==> src/verilog/i3c_target_pkg.sv <==
// Bus widths, byte and address types, RX descriptor layout, broadcast address
`default_nettype none

package i3c_target_pkg;

  localparam int unsigned ByteWidth = 8;
  localparam int unsigned AddrWidth = 7;
  localparam int unsigned DescWidth = 32;

  typedef logic [ByteWidth-1:0] byte_t;
  typedef logic [AddrWidth-1:0] addr_t;

  // One descriptor per private write
  typedef struct packed {
    logic                 parity_err;
    logic                 overflow;
    // Bits left over between the flags and the count
    logic [DescWidth-19:0] reserved;
    logic [15:0]          byte_count;
  } rx_desc_t;

  // Broadcast address, refused since CCCs are not handled
  localparam addr_t BroadcastAddr = 7'h7E;

endpackage

`default_nettype wire

==> src/verilog/bus_event_if.sv <==
// Synchronized SCL edges, bus condition pulses and SDA level
`timescale 1ns/1ps
`default_nettype none

interface bus_event_if;

  logic scl_posedge;
  logic scl_negedge;
  logic start;
  logic rstart;
  logic stop;
  logic sda;

  modport monitor (output scl_posedge, scl_negedge, start, rstart, stop, sda);

  modport consumer (input scl_posedge, scl_negedge, start, rstart, stop, sda);

endinterface

`default_nettype wire

==> src/verilog/rx_flow_if.sv <==
// Four-phase request/ack handshake for bit and byte reception
`timescale 1ns/1ps
`default_nettype none

interface rx_flow_if
  import i3c_target_pkg::*;
();

  logic  req_byte;
  logic  req_bit;
  logic  ack;
  byte_t data;

  modport ctrl (output req_byte, req_bit, input ack, data);

  modport flow (input req_byte, req_bit, output ack, data);

endinterface

`default_nettype wire

==> src/verilog/rx_byte_if.sv <==
// Received data bytes and end-of-transfer toward the descriptor builder
`timescale 1ns/1ps
`default_nettype none

interface rx_byte_if
  import i3c_target_pkg::*;
();

  logic  valid;
  byte_t data;
  logic  last;
  logic  parity_err;
  logic  ready;

  modport source (output valid, data, last, parity_err, input ready);

  modport sink (input valid, data, last, parity_err, output ready);

endinterface

`default_nettype wire

==> src/verilog/bus_monitor.sv <==
// Bus monitor with SCL/SDA synchronizers, edge pulses and START/Sr/STOP detection
`timescale 1ns/1ps
`default_nettype none

module bus_monitor #(
  parameter int unsigned SyncStages = 2
) (
  input  logic         clk_i,
  input  logic         rst_ni,
  input  logic         scl_i,
  input  logic         sda_i,
  bus_event_if.monitor ev,
  output logic         start_o,
  output logic         rstart_o,
  output logic         stop_o
);

  logic [SyncStages-1:0] scl_sync_q;
  logic [SyncStages-1:0] sda_sync_q;
  logic                  scl_s;
  logic                  sda_s;
  logic                  scl_q;
  logic                  sda_q;
  logic                  in_xfer_q;
  logic                  start_det;
  logic                  stop_det;

  assign scl_s = scl_sync_q[SyncStages-1];
  assign sda_s = sda_sync_q[SyncStages-1];

  // SDA moves while SCL stays high
  assign start_det = scl_s & scl_q & sda_q & ~sda_s;
  assign stop_det  = scl_s & scl_q & ~sda_q & sda_s;

  always_ff @(posedge clk_i or negedge rst_ni) begin
    if (!rst_ni) begin
      scl_sync_q     <= '1;
      sda_sync_q     <= '1;
      scl_q          <= 1'b1;
      sda_q          <= 1'b1;
      in_xfer_q      <= 1'b0;
      ev.scl_posedge <= 1'b0;
      ev.scl_negedge <= 1'b0;
      ev.start       <= 1'b0;
      ev.rstart      <= 1'b0;
      ev.stop        <= 1'b0;
      ev.sda         <= 1'b1;
    end else begin
      scl_sync_q     <= {scl_sync_q[SyncStages-2:0], scl_i};
      sda_sync_q     <= {sda_sync_q[SyncStages-2:0], sda_i};
      scl_q          <= scl_s;
      sda_q          <= sda_s;
      ev.scl_posedge <= scl_s & ~scl_q;
      ev.scl_negedge <= ~scl_s & scl_q;
      // Repeated START when no STOP since the last START
      ev.start       <= start_det & ~in_xfer_q;
      ev.rstart      <= start_det & in_xfer_q;
      ev.stop        <= stop_det;
      ev.sda         <= sda_s;
      if (start_det) begin
        in_xfer_q <= 1'b1;
      end else if (stop_det) begin
        in_xfer_q <= 1'b0;
      end
    end
  end

  assign start_o  = ev.start;
  assign rstart_o = ev.rstart;
  assign stop_o   = ev.stop;

  // SCL and SDA never move in the same sample
  a_no_joint_change: assert property (@(posedge clk_i) disable iff (!rst_ni)
    !((scl_s != scl_q) && (sda_s != sda_q)));

endmodule

`default_nettype wire

==> src/verilog/bus_rx_flow.sv <==
// Bit and byte receiver sampling SDA on SCL rising edges under a four-phase handshake
`timescale 1ns/1ps
`default_nettype none

module bus_rx_flow
  import i3c_target_pkg::*;
(
  input  logic          clk_i,
  input  logic          rst_ni,
  bus_event_if.consumer ev,
  rx_flow_if.flow       rx
);

  logic       req;
  logic [3:0] bit_target;
  logic [3:0] bit_cnt_q;
  byte_t      shift_q;

  assign req        = rx.req_byte | rx.req_bit;
  assign bit_target = rx.req_byte ? 4'(ByteWidth) : 4'd1;
  assign rx.data    = shift_q;

  always_ff @(posedge clk_i or negedge rst_ni) begin
    if (!rst_ni) begin
      bit_cnt_q <= '0;
      rx.ack    <= 1'b0;
    end else if (ev.start || ev.rstart || ev.stop) begin
      bit_cnt_q <= '0;
      rx.ack    <= 1'b0;
    end else if (rx.ack) begin
      // Wait for the request to drop
      if (!req) begin
        rx.ack <= 1'b0;
      end
    end else if (req && ev.scl_posedge) begin
      if (bit_cnt_q + 4'd1 == bit_target) begin
        bit_cnt_q <= '0;
        rx.ack    <= 1'b1;
      end else begin
        bit_cnt_q <= bit_cnt_q + 4'd1;
      end
    end
  end

  always_ff @(posedge clk_i) begin
    if (req && !rx.ack && ev.scl_posedge) begin
      shift_q <= {shift_q[ByteWidth-2:0], ev.sda};
    end
  end

  a_one_request: assert property (@(posedge clk_i) disable iff (!rst_ni)
    !(rx.req_byte && rx.req_bit));

endmodule

`default_nettype wire

==> src/verilog/target_fsm.sv <==
// Target control FSM for address match, ACK/NACK, write data and T-bit check
`timescale 1ns/1ps
`default_nettype none

module target_fsm
  import i3c_target_pkg::*;
(
  input  logic          clk_i,
  input  logic          rst_ni,
  bus_event_if.consumer ev,
  rx_flow_if.ctrl       rx,
  rx_byte_if.source     out,
  input  addr_t         target_sta_addr_i,
  input  logic          target_sta_addr_valid_i,
  input  addr_t         target_dyn_addr_i,
  input  logic          target_dyn_addr_valid_i,
  output logic          sda_o,
  output byte_t         addr_o,
  output logic          addr_valid_o
);

  typedef enum logic [2:0] {
    Idle,
    Addr,
    AckBit,
    Data,
    TBit,
    Ignore
  } state_e;

  state_e state_q;
  logic   ack_low_q;
  logic   match_q;
  logic   xfer_open_q;
  byte_t  data_q;
  logic   start_any;
  logic   bus_cond;
  addr_t  rx_addr;
  logic   addr_hit;
  logic   t_ok;

  assign start_any = ev.start | ev.rstart;
  assign bus_cond  = start_any | ev.stop;
  assign rx_addr   = rx.data[ByteWidth-1:1];

  // Dynamic address takes over from the static one once assigned
  assign addr_hit = !rx.data[0] && (rx_addr != BroadcastAddr) &&
                    (target_dyn_addr_valid_i ? (rx_addr == target_dyn_addr_i) :
                     (target_sta_addr_valid_i && (rx_addr == target_sta_addr_i)));

  // Odd parity over data and T-bit
  assign t_ok = ^{data_q, rx.data[0]};

  always_ff @(posedge clk_i or negedge rst_ni) begin
    if (!rst_ni) begin
      state_q        <= Idle;
      rx.req_byte    <= 1'b0;
      rx.req_bit     <= 1'b0;
      sda_o          <= 1'b1;
      ack_low_q      <= 1'b0;
      match_q        <= 1'b0;
      xfer_open_q    <= 1'b0;
      addr_valid_o   <= 1'b0;
      out.valid      <= 1'b0;
      out.last       <= 1'b0;
      out.parity_err <= 1'b0;
    end else begin
      addr_valid_o <= 1'b0;
      out.valid    <= 1'b0;
      out.last     <= 1'b0;
      if (bus_cond) begin
        rx.req_byte <= 1'b0;
        rx.req_bit  <= 1'b0;
        sda_o       <= 1'b1;
        ack_low_q   <= 1'b0;
        out.last    <= xfer_open_q;
        xfer_open_q <= 1'b0;
        state_q     <= start_any ? Addr : Idle;
      end else begin
        case (state_q)
          Addr: begin
            if (rx.req_byte && rx.ack) begin
              rx.req_byte  <= 1'b0;
              addr_valid_o <= 1'b1;
              match_q      <= addr_hit;
              state_q      <= AckBit;
            end else if (!rx.ack) begin
              rx.req_byte <= 1'b1;
            end
          end
          AckBit: begin
            // First falling edge opens the ACK bit, the second closes it
            if (ev.scl_negedge) begin
              if (!ack_low_q) begin
                ack_low_q <= 1'b1;
                sda_o     <= ~match_q;
              end else begin
                ack_low_q   <= 1'b0;
                sda_o       <= 1'b1;
                xfer_open_q <= match_q;
                state_q     <= match_q ? Data : Ignore;
              end
            end
          end
          Data: begin
            if (rx.req_byte && rx.ack) begin
              rx.req_byte <= 1'b0;
              state_q     <= TBit;
            end else if (!rx.ack) begin
              rx.req_byte <= 1'b1;
            end
          end
          TBit: begin
            if (rx.req_bit && rx.ack) begin
              rx.req_bit     <= 1'b0;
              out.valid      <= 1'b1;
              out.parity_err <= ~t_ok;
              state_q        <= Data;
            end else if (!rx.ack) begin
              rx.req_bit <= 1'b1;
            end
          end
          Idle, Ignore: ;
          default: state_q <= Idle;
        endcase
      end
    end
  end

  always_ff @(posedge clk_i) begin
    if (state_q == Addr && rx.req_byte && rx.ack && !bus_cond) begin
      addr_o <= rx.data;
    end
    if (state_q == Data && rx.req_byte && rx.ack) begin
      data_q <= rx.data;
    end
    if (state_q == TBit && rx.req_bit && rx.ack) begin
      out.data <= data_q;
    end
  end

  // Bytes are never offered while the builder writes a descriptor
  a_byte_taken: assert property (@(posedge clk_i) disable iff (!rst_ni)
    out.valid |-> out.ready);

endmodule

`default_nettype wire

==> src/verilog/descriptor_rx.sv <==
// RX descriptor builder forwarding bytes to the RX queue and writing one descriptor per write
`timescale 1ns/1ps
`default_nettype none

module descriptor_rx
  import i3c_target_pkg::*;
(
  input  logic     clk_i,
  input  logic     rst_ni,
  rx_byte_if.sink  in,
  input  logic     rx_queue_full_i,
  output logic     rx_queue_wvalid_o,
  output byte_t    rx_queue_wdata_o,
  output logic     rx_desc_queue_wvalid_o,
  output rx_desc_t rx_desc_queue_wdata_o
);

  logic [15:0] byte_cnt_q;
  logic        parity_acc_q;
  logic        overflow_acc_q;

  assign in.ready = ~rx_desc_queue_wvalid_o;

  always_ff @(posedge clk_i or negedge rst_ni) begin
    if (!rst_ni) begin
      rx_queue_wvalid_o      <= 1'b0;
      rx_desc_queue_wvalid_o <= 1'b0;
      byte_cnt_q             <= '0;
      parity_acc_q           <= 1'b0;
      overflow_acc_q         <= 1'b0;
    end else begin
      // A full queue drops the byte but it still counts
      rx_queue_wvalid_o      <= in.valid & ~rx_queue_full_i;
      rx_desc_queue_wvalid_o <= in.last;
      if (in.last) begin
        byte_cnt_q     <= '0;
        parity_acc_q   <= 1'b0;
        overflow_acc_q <= 1'b0;
      end else if (in.valid) begin
        byte_cnt_q     <= byte_cnt_q + 16'd1;
        parity_acc_q   <= parity_acc_q | in.parity_err;
        overflow_acc_q <= overflow_acc_q | rx_queue_full_i;
      end
    end
  end

  always_ff @(posedge clk_i) begin
    if (in.valid) begin
      rx_queue_wdata_o <= in.data;
    end
    if (in.last) begin
      rx_desc_queue_wdata_o.parity_err <= parity_acc_q;
      rx_desc_queue_wdata_o.overflow   <= overflow_acc_q;
      rx_desc_queue_wdata_o.reserved   <= '0;
      rx_desc_queue_wdata_o.byte_count <= byte_cnt_q;
    end
  end

  a_no_write_overlap: assert property (@(posedge clk_i) disable iff (!rst_ni)
    !(rx_queue_wvalid_o && rx_desc_queue_wvalid_o));

endmodule

`default_nettype wire

==> src/verilog/i3c_target_rx.sv <==
// Receive-only I3C target top level for SDR private writes
`timescale 1ns/1ps
`default_nettype none

module i3c_target_rx
  import i3c_target_pkg::*;
#(
  parameter int unsigned SyncStages = 2
) (
  input  logic     clk_i,
  input  logic     rst_ni,
  input  logic     ctrl_scl_i,
  input  logic     ctrl_sda_i,
  output logic     ctrl_sda_o,
  input  addr_t    target_sta_addr_i,
  input  logic     target_sta_addr_valid_i,
  input  addr_t    target_dyn_addr_i,
  input  logic     target_dyn_addr_valid_i,
  input  logic     rx_queue_full_i,
  output logic     rx_queue_wvalid_o,
  output byte_t    rx_queue_wdata_o,
  output logic     rx_desc_queue_wvalid_o,
  output rx_desc_t rx_desc_queue_wdata_o,
  output logic     bus_start_o,
  output logic     bus_rstart_o,
  output logic     bus_stop_o,
  output byte_t    bus_addr_o,
  output logic     bus_addr_valid_o
);

  bus_event_if bus_ev ();
  rx_flow_if   rx_flow ();
  rx_byte_if   rx_byte ();

  bus_monitor #(
    .SyncStages(SyncStages)
  ) u_bus_monitor (
    .clk_i   (clk_i),
    .rst_ni  (rst_ni),
    .scl_i   (ctrl_scl_i),
    .sda_i   (ctrl_sda_i),
    .ev      (bus_ev),
    .start_o (bus_start_o),
    .rstart_o(bus_rstart_o),
    .stop_o  (bus_stop_o)
  );

  bus_rx_flow u_bus_rx_flow (
    .clk_i (clk_i),
    .rst_ni(rst_ni),
    .ev    (bus_ev),
    .rx    (rx_flow)
  );

  target_fsm u_target_fsm (
    .clk_i                  (clk_i),
    .rst_ni                 (rst_ni),
    .ev                     (bus_ev),
    .rx                     (rx_flow),
    .out                    (rx_byte),
    .target_sta_addr_i      (target_sta_addr_i),
    .target_sta_addr_valid_i(target_sta_addr_valid_i),
    .target_dyn_addr_i      (target_dyn_addr_i),
    .target_dyn_addr_valid_i(target_dyn_addr_valid_i),
    .sda_o                  (ctrl_sda_o),
    .addr_o                 (bus_addr_o),
    .addr_valid_o           (bus_addr_valid_o)
  );

  descriptor_rx u_descriptor_rx (
    .clk_i                 (clk_i),
    .rst_ni                (rst_ni),
    .in                    (rx_byte),
    .rx_queue_full_i       (rx_queue_full_i),
    .rx_queue_wvalid_o     (rx_queue_wvalid_o),
    .rx_queue_wdata_o      (rx_queue_wdata_o),
    .rx_desc_queue_wvalid_o(rx_desc_queue_wvalid_o),
    .rx_desc_queue_wdata_o (rx_desc_queue_wdata_o)
  );

endmodule

`default_nettype wire

==> config.mk <==
export PLATFORM = sky130hd
export DESIGN_NAME = i3c_target_rx
export DESIGN_NICKNAME = d
export VERILOG_FILES = /design/src/verilog/i3c_target_pkg.sv /design/src/verilog/bus_event_if.sv /design/src/verilog/rx_flow_if.sv /design/src/verilog/rx_byte_if.sv /design/src/verilog/bus_monitor.sv /design/src/verilog/bus_rx_flow.sv /design/src/verilog/target_fsm.sv /design/src/verilog/descriptor_rx.sv /design/src/verilog/i3c_target_rx.sv
export SDC_FILE = /design/constraint.sdc
export NUM_CORES = 1
export LEC_CHECK = 0
export BUFFER_PORTS_ARGS = -buffer_cell sky130_fd_sc_hd__buf_2
export CAP_MARGIN = 25
export CORE_MARGIN = 10
export CORE_UTILIZATION = 50
export CTS_CLUSTER_SIZE = 20
export DETAILED_ROUTE_END_ITERATION = 10
export PLACE_DENSITY_LB_ADDON = 0.15
export SLEW_MARGIN = 20
export SYNTH_ARGS = -nofsm -noshare
export SYNTH_HDL_FRONTEND = slang
export SYNTH_SLANG_ARGS = --single-unit
export TNS_END_PERCENT = 5
==> constraint.sdc <==
create_clock -name clk_i -period 2.3 [get_ports clk_i]
set_input_delay 0.23 -clock clk_i [delete_from_list [all_inputs] [get_ports clk_i]]
set_output_delay 0.23 -clock clk_i [all_outputs]
set_load 0.01 [all_outputs]
Yosys cells after proc, flatten, opt, wreduce, memory -nomap -nowiden
Index checks and enable logic that the tools add are counted.
{ "op_classes": {"n_eq_ne": 18, "add_sub_neg": 2, "n_bitwise": 24, "reduce_logical": 40, "n_mux": 54} }
{ "ops": {"columns": ["cell", "n"], "rows": [
  ["1-bit two-way mux", 39],
  ["16-bit two-way mux", 2],
  ["3-bit two-way mux", 7],
  ["4-bit two-way mux", 5],
  ["3-bit by 1-bit != test with 1-bit output, second input constant", 6],
  ["16-bit by 1-bit adder with 16-bit output, second input constant", 1],
  ["2-bit nonzero test", 8],
  ["1-bit logical AND", 15],
  ["3-bit one-hot mux with 5 select lines", 1],
  ["7-bit == test", 2],
  ["1-bit AND", 10],
  ["1-bit inverter", 9],
  ["3-bit AND reduction", 3],
  ["9-bit parity", 1],
  ["2-bit AND reduction", 4],
  ["7-bit != test, second input constant", 1],
  ["3-bit by 2-bit == test with 1-bit output, second input constant", 2],
  ["3-bit == test, second input constant", 2],
  ["6-bit AND reduction", 1],
  ["1-bit bitwise OR", 5],
  ["4-bit by 1-bit adder with 4-bit output, second input constant", 1],
  ["4-bit == test", 1],
  ["2-bit OR reduction", 2],
  ["3-bit by 1-bit == test with 1-bit output, second input constant", 1],
  ["6 further kinds", 9]
]} }
{ "word_totals": {"reg_bits": 108, "elab_cells": 174, "input_bits": 21} }

Depth between registers and ports, before layout
Gate-level depths: netlist (run 1).
{ "logic_depth": {"word_depth": 6, "mapped_depth": 7, "mapped_depth_nobuf": 6} }

Modules after synthesis
Synthesis (run 1) repeated with hierarchy kept, for this count alone.
{ "hier_totals": {"hier_cells": 323, "hier_area_um2": 4429.2} }
{ "modules_own_cells": {"columns": ["mod", "area_per_inst_um2", "cells_per_inst", "seq_area_each_um2", "n_inst"], "rows": [
  ["descriptor_rx", 1836.8, 131, 1281.2, 1],
  ["target_fsm", 1641.6, 122, 1047.3, 1],
  ["bus_rx_flow", 565.5, 45, 365.4, 1],
  ["bus_monitor", 385.4, 25, 307.8, 1]
]} }

Worst setup path after synthesis (run 1)
OpenSTA, ideal clock, no wires.
{ "synth_timing": {"kind": "reg-to-reg", "start": "register u_bus_monitor.ev.rstart", "end": "register u_target_fsm.match_q", "path_slack_ps": 132, "t_arrival_ps": 2043, "period_less_slack_ps": 2168, "path_stages_with_launch": 5, "setup_time_ps": 125, "cell_sequence": "dfrtp_1 > or3_1 > clkbuf_1 > nor3_1 > mux2_2"} }
{ "synth_between": {"elab_chain_len": 4} }
{ "synth_rtl": {"columns": ["element", "line_no", "rtl"], "rows": [
  ["start: declaration", "bus_event_if.sv:14", "modport monitor (output scl_posedge, scl_negedge, start, rstart, stop, sda);"],
  ["start signal: assignment", "bus_monitor.sv:57", "ev.rstart <= start_det & in_xfer_q;"],
  ["1-bit bitwise OR", "target_fsm.sv:42", "assign start_any = ev.start | ev.rstart;"],
  ["1-bit bitwise OR", "target_fsm.sv:43", "assign bus_cond = start_any | ev.stop;"],
  ["1-bit inverter (no source line)", null, null],
  ["3-bit AND reduction (no source line)", null, null],
  ["end signal: assignment", "target_fsm.sv:85", "match_q <= addr_hit;"],
  ["end: declaration", "target_fsm.sv:33", "logic match_q;"]
]} }
Every way passes these cells.
A chain may end at the register's enable or synchronous reset.

Worst setup path in the final report (run 1)
{ "layout_timing": {"start": "register u_bus_monitor.ev.rstart", "end": "register u_target_fsm.addr_o[5] (enable)"} }
{ "layout_between": {"elab_chain_len": 4} }
{ "layout_rtl": {"columns": ["element", "line_no", "rtl"], "rows": [
  ["1-bit bitwise OR", "target_fsm.sv:42", null],
  ["1-bit bitwise OR", "target_fsm.sv:43", null],
  ["1-bit logical NOT", "target_fsm.sv:131", "if (state_q == Addr && rx.req_byte && rx.ack && !bus_cond) begin"],
  ["1-bit logical AND", "target_fsm.sv:131", null],
  ["end signal: assignment", "target_fsm.sv:132", "addr_o <= rx.data;"],
  ["end: declaration", "target_fsm.sv:18", "output byte_t addr_o,"]
]} }
Every way passes these cells.

==> run summary, run 1 <==
The total placed instance area is 4617 sq um. The internal reg-to-reg setup slack came out at 400 ps. The die outline width is approximately 110 microns. The number of global-route vias before repair is 2445.

The final clock period utilization by the worst path is 0.8247. For the final database, setup skew stands at around 13 ps. The first element of the critical path is u_bus_monitor.ev.rstart$_DFF_PN0_. STA puts the critical path data arrival time at approximately 2000 ps.

The wire length reported by the detailed router came out at 6828 microns. The max capacitance violation total came out at 0. The tightest min-delay check is of the primary input to async pin type. The total clock sinks is between 100 and 150. The repair_antennas step left the layout with diodes totalling 0. The remaining routing DRC violations is 0. The relative contribution of combinational cells to total power is 0.109. The number of buffers inserted during clock tree synthesis is 9.

The final-report hold violation count is 0. The flow ran to the end, and the final reports show no timing, DRC or antenna violations. The clock transition at the register clock pins on the worst setup and hold paths after CTS came out at 100 ps. The smallest hold slack came out at ~350 ps. The power share of the sequential group came out at 0.618. The number of nets at the end of the flow came out at about 400.

The worst path needs roughly 1900 ps of the cycle, external delays included. TritonCTS built the clock tree. The share of power burned in the clock network is 0.273. The iteration count of the initial detailed-routing pass came out at 4.

Ranked by total cell area, the synthesized netlist is headed by edfxtp_1 41%, dfrtp_1 25%, xor2_1 5.2%. Once detailed placement completed, the half-perimeter wirelength came to roughly 5000 microns. The number of antenna violations at the first check in global routing came to 0. The commonest cells after synthesis are 58 x edfxtp_1, 43 x dfrtp_1, 34 x nor2_1. For the pin with the worst max-slew slack, the measured transition is about 600 ps. The worst setup path is launched from a register. The cell internal power dissipation is ~2.8 mW. For this design the total switching power over the nets is around 1.0 mW. The number of instances in the synthesized netlist came out at a little over 300. The mean instance size in the synthesized netlist is between 10 and 15 sq um. The total power came out at between 3 and 4 mW. The worst setup slack before clock tree synthesis is 402.6 ps. The share of post-route cells with drive strength above 1 came out at 0.2448. The number of flip-flops and latches in the synthesized netlist came out at approximately 110. In this run the tightest slew margin relative to its limit is 0.6091. The path depth of the worst reg2reg path came out at 3. The finished cells cover ~4800 sq um.

The floorplan die area is 12530 sq um. The primary flip-flop cell chosen by synthesis mapping is edfxtp_1. The routed length per placed instance came out at roughly 14 microns. Among all cell types in the netlist, the one instantiated most often is edfxtp_1. The worst setup path is of the register to register kind. In this run the power density over the cells is between 700 and 800 nW/um^2. The critical register-to-register path endpoint is u_target_fsm.addr_o[5]$_DFFE_PP_. The leakage power of the design is between 2 and 2.5 nW. The number of warnings reported in the yosys synthesis log came out at 0. The proportion of register bits with asynchronous set or reset after synthesis came out at 0.4630.

The overall die height is ~110 microns. Counting along the longest clock path gives a buffer depth of 2. The layout overhead on the synthesized area is 14.48%. The row count is 33. The wire length of the first global-routing pass came out at around 12000 microns.

For this run, the total global-route usage over all layers was measured as 0.1118. Setup repair after global routing left no endpoint under its margin. The number of slew-limit violations in the final report is 0. The final standard cell utilization of the core came out at 0.5889.

Summing every instance area after synthesis gives approximately 4200 sq um. The total congestion overflow came out at 0. The kind of end point of the critical path is a register. The clock latency at the later pin of the worst-skew pair is approximately 360 ps.

Of all cell types, the one taking the most synthesized area is edfxtp_1. The starting density of the core is 0.5144. The largest voltage drop on the vdd net is 0.0006070 V. The core area is between 8000 and 9000 sq um. The sequential element share of the synthesized area came out at 0.7102. The largest fanout on the critical path is 16. The setup total negative slack came out at 0 ps. At the worst endpoint, the required time is roughly 2400 ps. In the post-route analysis, the smallest setup slack over all paths is around 400 ps. The area share of the largest cell type after synthesis is 0.4121. The maximum number of pins on one net before global-route repair came out at 38. The buffer type at the clock tree root is clkbuf_8. The average via count per standard cell is between 4 and 5.

After the flow finishes, the layout carries non-filler instances totaling around 500. The share of total power consumed by net switching is 0.2665. Counting distinct cell types in the post-synthesis netlist gives 40. The startpoint identified for the worst register-to-register timing path is u_bus_monitor.ev.rstart$_DFF_PN0_. In this run the worst setup path terminates at u_target_fsm.addr_o[5]$_DFFE_PP_.

The remaining antenna violation count is 0. The count of buffers from port buffering came out at 61. For this design the top-level I/O count stands at 76. The count of routing violations after the opening detailed-route iteration is between 70 and 80. Routability-driven placement finished with a final weighted congestion of between 0.7 and 0.8. The number of setup violations in the final report is 0.

The achievable clock frequency came out at 527.2 MHz. Including well taps, the total number of placed cells is 469. The via count is around 2400. The count of flip-flops with a built-in enable after synthesis is 58. The number of H-tree levels is 3.
area by class of cell:
type	instances	area [sq um]
fill	657	3378
sequential	108	3002
multi-input combinational	185	1119
timing repair buffer	71	390.4
tap	105	131.4
clock buffer	10	127.6
clock inverter	6	53.80
inverter	4	15.01
placed cells by master (no fill, tap or decap), types with 3 or more instances in the layout:
cell type,count
a21oi_1,11
xnor2_1,14
nor2b_1,4
nor3_1,6
nand3_1,11
nor2_1,34
buf_2,61
edfxtp_1,58
inv_1,4
dfrtp_1,43
o21ai_0,3
conb_1,14
nand4_1,6
dlygate4sd3_1,4
or3_1,5
and3_1,5
xor2_1,25
nand2_1,18
clkbuf_8,9
buf_4,6
dfstp_2,7
a211oi_1,3
how the worst min path moves through the flow:
| stage | from | cells after the start | endpoint |
|---|---|---|---|
| floorplan | rst_ni | 0 | u_bus_monitor.ev.rstart$_DFF_PN0_ |
| CTS | rst_ni | 2 | u_bus_monitor.ev.scl_posedge$_DFF_PN0_ |
| finish | rst_ni | 2 | u_bus_monitor.ev.scl_posedge$_DFF_PN0_ |
| global placement | rst_ni | 1 | u_bus_monitor.in_xfer_q$_DFFE_PN0P_ |
| detailed placement | rst_ni | 1 | u_bus_monitor.ev.scl_posedge$_DFF_PN0_ |
| global route | rst_ni | 2 | u_bus_monitor.in_xfer_q$_DFFE_PN0P_ |
what timing repair did:
action	CTS	global route
hold endpoints to repair	19	0
resized for setup	0	0
buffers inserted	0	0
hold buffers	4	0
flip-flops by register name, summed over array words and instances, names as in the netlist, 2 cells and up:
name and count:
u_bus_monitor.scl_sync_q 2, u_bus_monitor.sda_sync_q 2, u_bus_rx_flow.bit_cnt_q 4, u_bus_rx_flow.rx.data 8, u_descriptor_rx.byte_cnt_q 16, u_descriptor_rx.rx_desc_queue_wdata_o 18
u_descriptor_rx.rx_queue_wdata_o 8, u_target_fsm.addr_o 8, u_target_fsm.data_q 8, u_target_fsm.out.data 8, u_target_fsm.state_q 3
routing by layer:
layer	wire, microns	up-vias	GRT usage
li1	-	1191	-
met1	2892	1119	0.1286
met2	3434	58	0.1849
met3	449	6	0.04724
met4	52	0	0.03553
met5	0	-	0
power groups by stage:
stage | Clock (mW) | Sequential, mW | Combinational (mW)
after floorplan | 0 | 2.33 | 0.339
after global placement | 0 | 2.38 | 0.403
after detailed placement | 0 | 2.38 | 0.411
after CTS | 1.08 | 2.34 | 0.419
after global routing | 1.15 | 2.37 | 0.478
final | 1.04 | 2.34 | 0.412
cells by family (layout without fill, tap and decap cells):
| logic type | Yosys count | count (layout) | share of synthesized area |
|---|---|---|---|
| muxes | 3 | 3 | 0.007697 |
| other | 1 | 14 | 0.0008872 |
| adders and majority gates | 2 | 2 | 0.005920 |
| and+or+nand+nor | 100 | 100 | 0.1160 |
| AOI/OAI and AO/OA | 27 | 27 | 0.04174 |
| xor gates and xnor gates | 39 | 39 | 0.08082 |
| DFF | 108 | 108 | 0.7102 |
| buffers and inverters | 26 | 91 | 0.03671 |
critical path, cell delays in order, from the launching register on:
cell	delay (ps)
dfrtp_1	400
or3_1	640
nor3_1	350
buf_4	220
Power figures use the tool's default switching activity.
==> run 2, diff against run 1 <==
- ABC_AREA: unset -> 1
- CORE_UTILIZATION: 50 -> 51
- clock period: 2.3 -> 2 ns (I/O delays scaled with it)
==> run summary, run 2 <==
The worst setup slack before clock tree synthesis is 432.1 ps (was 402.6 ps). The post-synthesis instance area is 4648 sq um (was 4227 sq um). The largest fanout on the critical path is 10 (was 16). The wire length of the first global-routing pass came out at 14500 microns (was 11650 microns). The wire length reported by the detailed router is 8596 microns (was 6828 microns). The number of global-route vias before repair is 3201 (was 2445). The overall routing resource usage is 0.1344 (was 0.1118). The remaining antenna violation count came out at 0 (unchanged).

The leakage power of the design is 2.511 nW (was 2.116 nW). The number of slew-limit violations in the final report is 0 (unchanged). The floorplan die area came out at 13330 sq um (was 12530 sq um). The sequential element share of the synthesized area came out at 0.6458 (was 0.7102). The number of H-tree levels is 3 (unchanged).

The count of unique library cells instantiated by Yosys is 36 (was 40). The starting density of the core was 0.5278 (was 0.5144). The maximum clock insertion buffer count is 2 (unchanged). The count of placed standard cells including taps is 627 (was 469). Most frequent cells in the layout: 116 x nand2_1, 61 x buf_2, 58 x edfxtp_1 (was 61 x buf_2, 58 x edfxtp_1, 43 x dfrtp_1). The count of buffers from port buffering is 61 (unchanged). The largest register by flop count is u_descriptor_rx.rx_desc_queue_wdata_o (unchanged).

The flip-flop count of the largest register after layout came out at 18 (unchanged). The largest voltage drop on the vdd net came to 0.0004886 V (was 0.0006070 V). Synth top area cells: edfxtp_1 37%, dfrtp_1 23%, nand2_1 9.4% (was edfxtp_1 41%, dfrtp_1 25%, xor2_1 5.2%).

The total power divided by cell area came out at 845.9 nW/um^2 (was 782.4 nW/um^2). The origin of the critical flop-to-flop path was u_bus_monitor.ev.rstart$_DFF_PN0_ (unchanged). The critical-path cell with the highest stage delay is dfrtp_1 (was or3_1). The met3 wirelength from detailed routing is 525 microns (was 449 microns). Setup repair after global routing missed its margin: no (unchanged). The smallest hold slack was 157.9 ps (was 354.8 ps). The core area is 8806 sq um (was 8217 sq um). The area share of the largest cell type after synthesis is 0.3747 (was 0.4121). The count of routing violations after the opening detailed-route iteration came to 160 (was 71). The iteration count of the initial detailed-routing pass is 4 (unchanged).

The fill cell total of the finished layout is 754 (was 657). The achievable clock frequency came to 631.9 MHz (was 527.2 MHz). Ranking of synthesized cells by instance count: 116 x nand2_1, 58 x edfxtp_1, 57 x inv_1 (was 58 x edfxtp_1, 43 x dfrtp_1, 34 x nor2_1).

The classification of the worst-slack hold path is primary input to register (was primary input to async pin). The via count is 3187 (was 2374). The max capacitance violation total was 0 (unchanged). Run status: complete, no violations (unchanged). The leading cell type in the layout, fill and taps excluded is nand2_1 (was buf_2). The worst setup margin came out at 417.5 ps (was 403.2 ps).

The final standard cell utilization of the core came out at 0.5986 (was 0.5889). The number of instances in the synthesized netlist came out at 457 (was 306). The family with the most delay on the worst path is simple AND/OR/NAND/NOR gates (unchanged). The met1 routed wirelength after detailed routing was 3864 microns (was 2892 microns). The final clock period utilization by the worst path is 0.7913 (was 0.8247). The proportion of register bits with asynchronous set or reset after synthesis is 0.4630 (unchanged). Leading registers by flop count: u_descriptor_rx.rx_desc_queue_wdata_o: 18 flops, u_descriptor_rx.byte_cnt_q: 16 flops (unchanged). The number of buffers inserted during clock tree synthesis came out at 9 (unchanged). The largest stage delay on the critical path came out at 380 ps (was 640 ps).

The number of antenna violations at the first check in global routing came out at 0 (unchanged). The die outline width came to 115.5 microns (was 111.9 microns). The path depth of the worst reg2reg path came out at 5 (was 3).

The CTS tree is done (unchanged). The internal reg-to-reg setup slack is 420 ps (was 400 ps). The clock transition at the register clock pins on the worst setup and hold paths after CTS is 90 ps (was 100 ps). The clock latency at the later pin of the worst-skew pair is 360 ps (about the same). The layout overhead on the synthesized area is 13.41% (was 14.48%). The number of setup violations in the final report is 0 (unchanged). The overall die height came out at 115.5 microns (was 111.9 microns). The setup total negative slack is 0 ps (unchanged). The most used standard cell by instance count after synthesis is nand2_1 (was edfxtp_1). The amount of wire on met2 after detailed routing came out at 4094 microns (was 3434 microns).

The final critical path time including I/O delays and setup came to 1583 ps (was 1897 ps). The non-filler instance count after layout came out at 647 (was 489). The arrival time reported for the critical path endpoint is 1620 ps (was 1960 ps). The number of warnings reported in the yosys synthesis log is 0 (unchanged). The row count is 34 (was 33).

The total setup buffers inserted after CTS came to 0 (unchanged). The HPWL reported at the end of detailed placement was 6444 microns (was 4987 microns). The primary flip-flop cell chosen by synthesis mapping is edfxtp_1 (unchanged). The tightest slew margin relative to the limit came to 0.5779 (was 0.6091). The number of antenna repair diodes came to 0 (unchanged).

The placer congestion estimate came to 0.9067 (was 0.7705). The count of flip-flops with a built-in enable after synthesis is 58 (unchanged). The share of post-route cells with drive strength above 1 was 0.2022 (was 0.2448). The slew at the pin with the worst max-slew slack was 633.2 ps (was 586.3 ps). The total congestion overflow is 0 (unchanged). The first element of the critical path is u_bus_monitor.ev.rstart$_DFF_PN0_ (unchanged). The critical register-to-register path endpoint is u_target_fsm.addr_o[3]$_DFFE_PP_ (was u_target_fsm.addr_o[5]$_DFFE_PP_). The number of I/O pins is 76 (unchanged). The buffer type at the clock tree root is clkbuf_8 (unchanged). The critical path data required time came out at 2040 ps (was 2370 ps). The area taken by multi-input logic gates came out at 1340 sq um (was 1119 sq um). The number of flip-flops and latches in the synthesized netlist is 108 (unchanged).

The maximum number of pins on one net before global-route repair came out at 51 (was 38). The total clock sinks is 108 (unchanged). The average via count per standard cell came out at 4.926 (was 4.855). The cell type with the largest total area after synthesis is edfxtp_1 (unchanged).

The setup clock skew after layout came out at 12.59 ps (was 13.21 ps). The count of buffering cells on the critical path with inverters included is 2 (was 1). The sort of element at the start of the critical path is a register (unchanged). The routed length per placed instance is 13.29 microns (was 13.96 microns).

The kind of end point of the critical path is a register (unchanged). The logic depth of the worst setup path including buffers came to 5 (was 3). The sequential standard cell area came out at 3002 sq um (unchanged). The mean instance size in the synthesized netlist is 10.17 sq um (was 13.81 sq um).

The kind of critical path is register to register (unchanged). The number of nets at the end of the flow is 557 (was 402). Critical Path, Cell by Cell: nor2_1 -> nand2_2 -> inv_2 -> nand3_1 -> inv_1 (was or3_1 -> nor3_1 -> buf_4). The capturing instance or port of the critical path is u_target_fsm.addr_o[3]$_DFFE_PP_ (was u_target_fsm.addr_o[5]$_DFFE_PP_). The final-report hold violation count came to 0 (unchanged). The uppermost layer routed is met4 (unchanged).

The remaining routing DRC violations came to 0 (unchanged).
[run 2: power by group]
part | switching (mW) | total (mW) | internal [mW]
Sequential | 0.168 | 2.67 | 2.51
Clock | 0.685 | 1.21 | 0.521
Combinational | 0.366 | 0.578 | 0.212
[run 2: worst min-delay path, stage by stage]
cell and delay [ps]:
buf_2 90, inv_1 30, nand2_1 50, nand3_1 60, nand2_1 50
[run 2: what timing repair did]
| action | CTS | global route |
|---|---|---|
| resized for setup | 0 | 0 |
| hold endpoints to repair | 46 | 0 |
| hold buffers | 4 | 0 |
[run 2: layout make-up]
class,count,area share
multi-input combinational,283,0.2542
sequential,108,0.5694
clock buffer,12,0.02943
inverter,62,0.04415
clock inverter,4,0.004510
tap,108,0.02563
timing repair buffer,70,0.07263
[run 2: per-layer routing]
| metal | GRT usage | vias up |
|---|---|---|
| met2 | 0.2155 | 71 |
| met4 | 0.04814 | 0 |
| met5 | 0 | - |
| met3 | 0.04496 | 11 |
| li1 | - | 1613 |
| met1 | 0.1666 | 1492 |
[run 2: worst min-delay path by stage]
stage / startpoint / end / slack, ps / depth (start not counted)
floorplan: rst_ni / u_bus_monitor.ev.rstart$_DFF_PN0_ / -100 / 0
global placement: ctrl_sda_i / u_bus_monitor.sda_sync_q[0]$_DFF_PN1_ / 310 / 1
detailed placement: ctrl_sda_i / u_bus_monitor.sda_sync_q[0]$_DFF_PN1_ / 310 / 1
CTS: target_dyn_addr_valid_i / u_target_fsm.match_q$_DFFE_PN0P_ / 140 / 5
global route: target_dyn_addr_valid_i / u_target_fsm.match_q$_DFFE_PN0P_ / 170 / 4
finish: target_dyn_addr_valid_i / u_target_fsm.match_q$_DFFE_PN0P_ / 160 / 5
[run 2: stage by stage]
stage	cell area [sq um]	total power, mW
3_5_place_dp	5052	3.290
3_3_place_gp	5052	3.277
5_1_grt	5271	4.731
6_report	5271	4.459
4_1_cts	5271	4.489
2_1_floorplan	4697	3.128
[run 2: cell families (layout without fill, tap and decap cells)]
| family | after synthesis | in the layout | share of synthesized area |
|---|---|---|---|
| flip-flops | 108 | 108 | 0.6458 |
| adder cells (fa/ha/maj) | 2 | 2 | 0.005383 |
| buffers and inverters | 79 | 148 | 0.07645 |
| XOR/XNOR | 4 | 4 | 0.007538 |
| other | 1 | 14 | 0.0008068 |
| AO/OA/AOI/OAI | 44 | 44 | 0.05276 |
| AND/OR/NAND/NOR | 219 | 219 | 0.2113 |
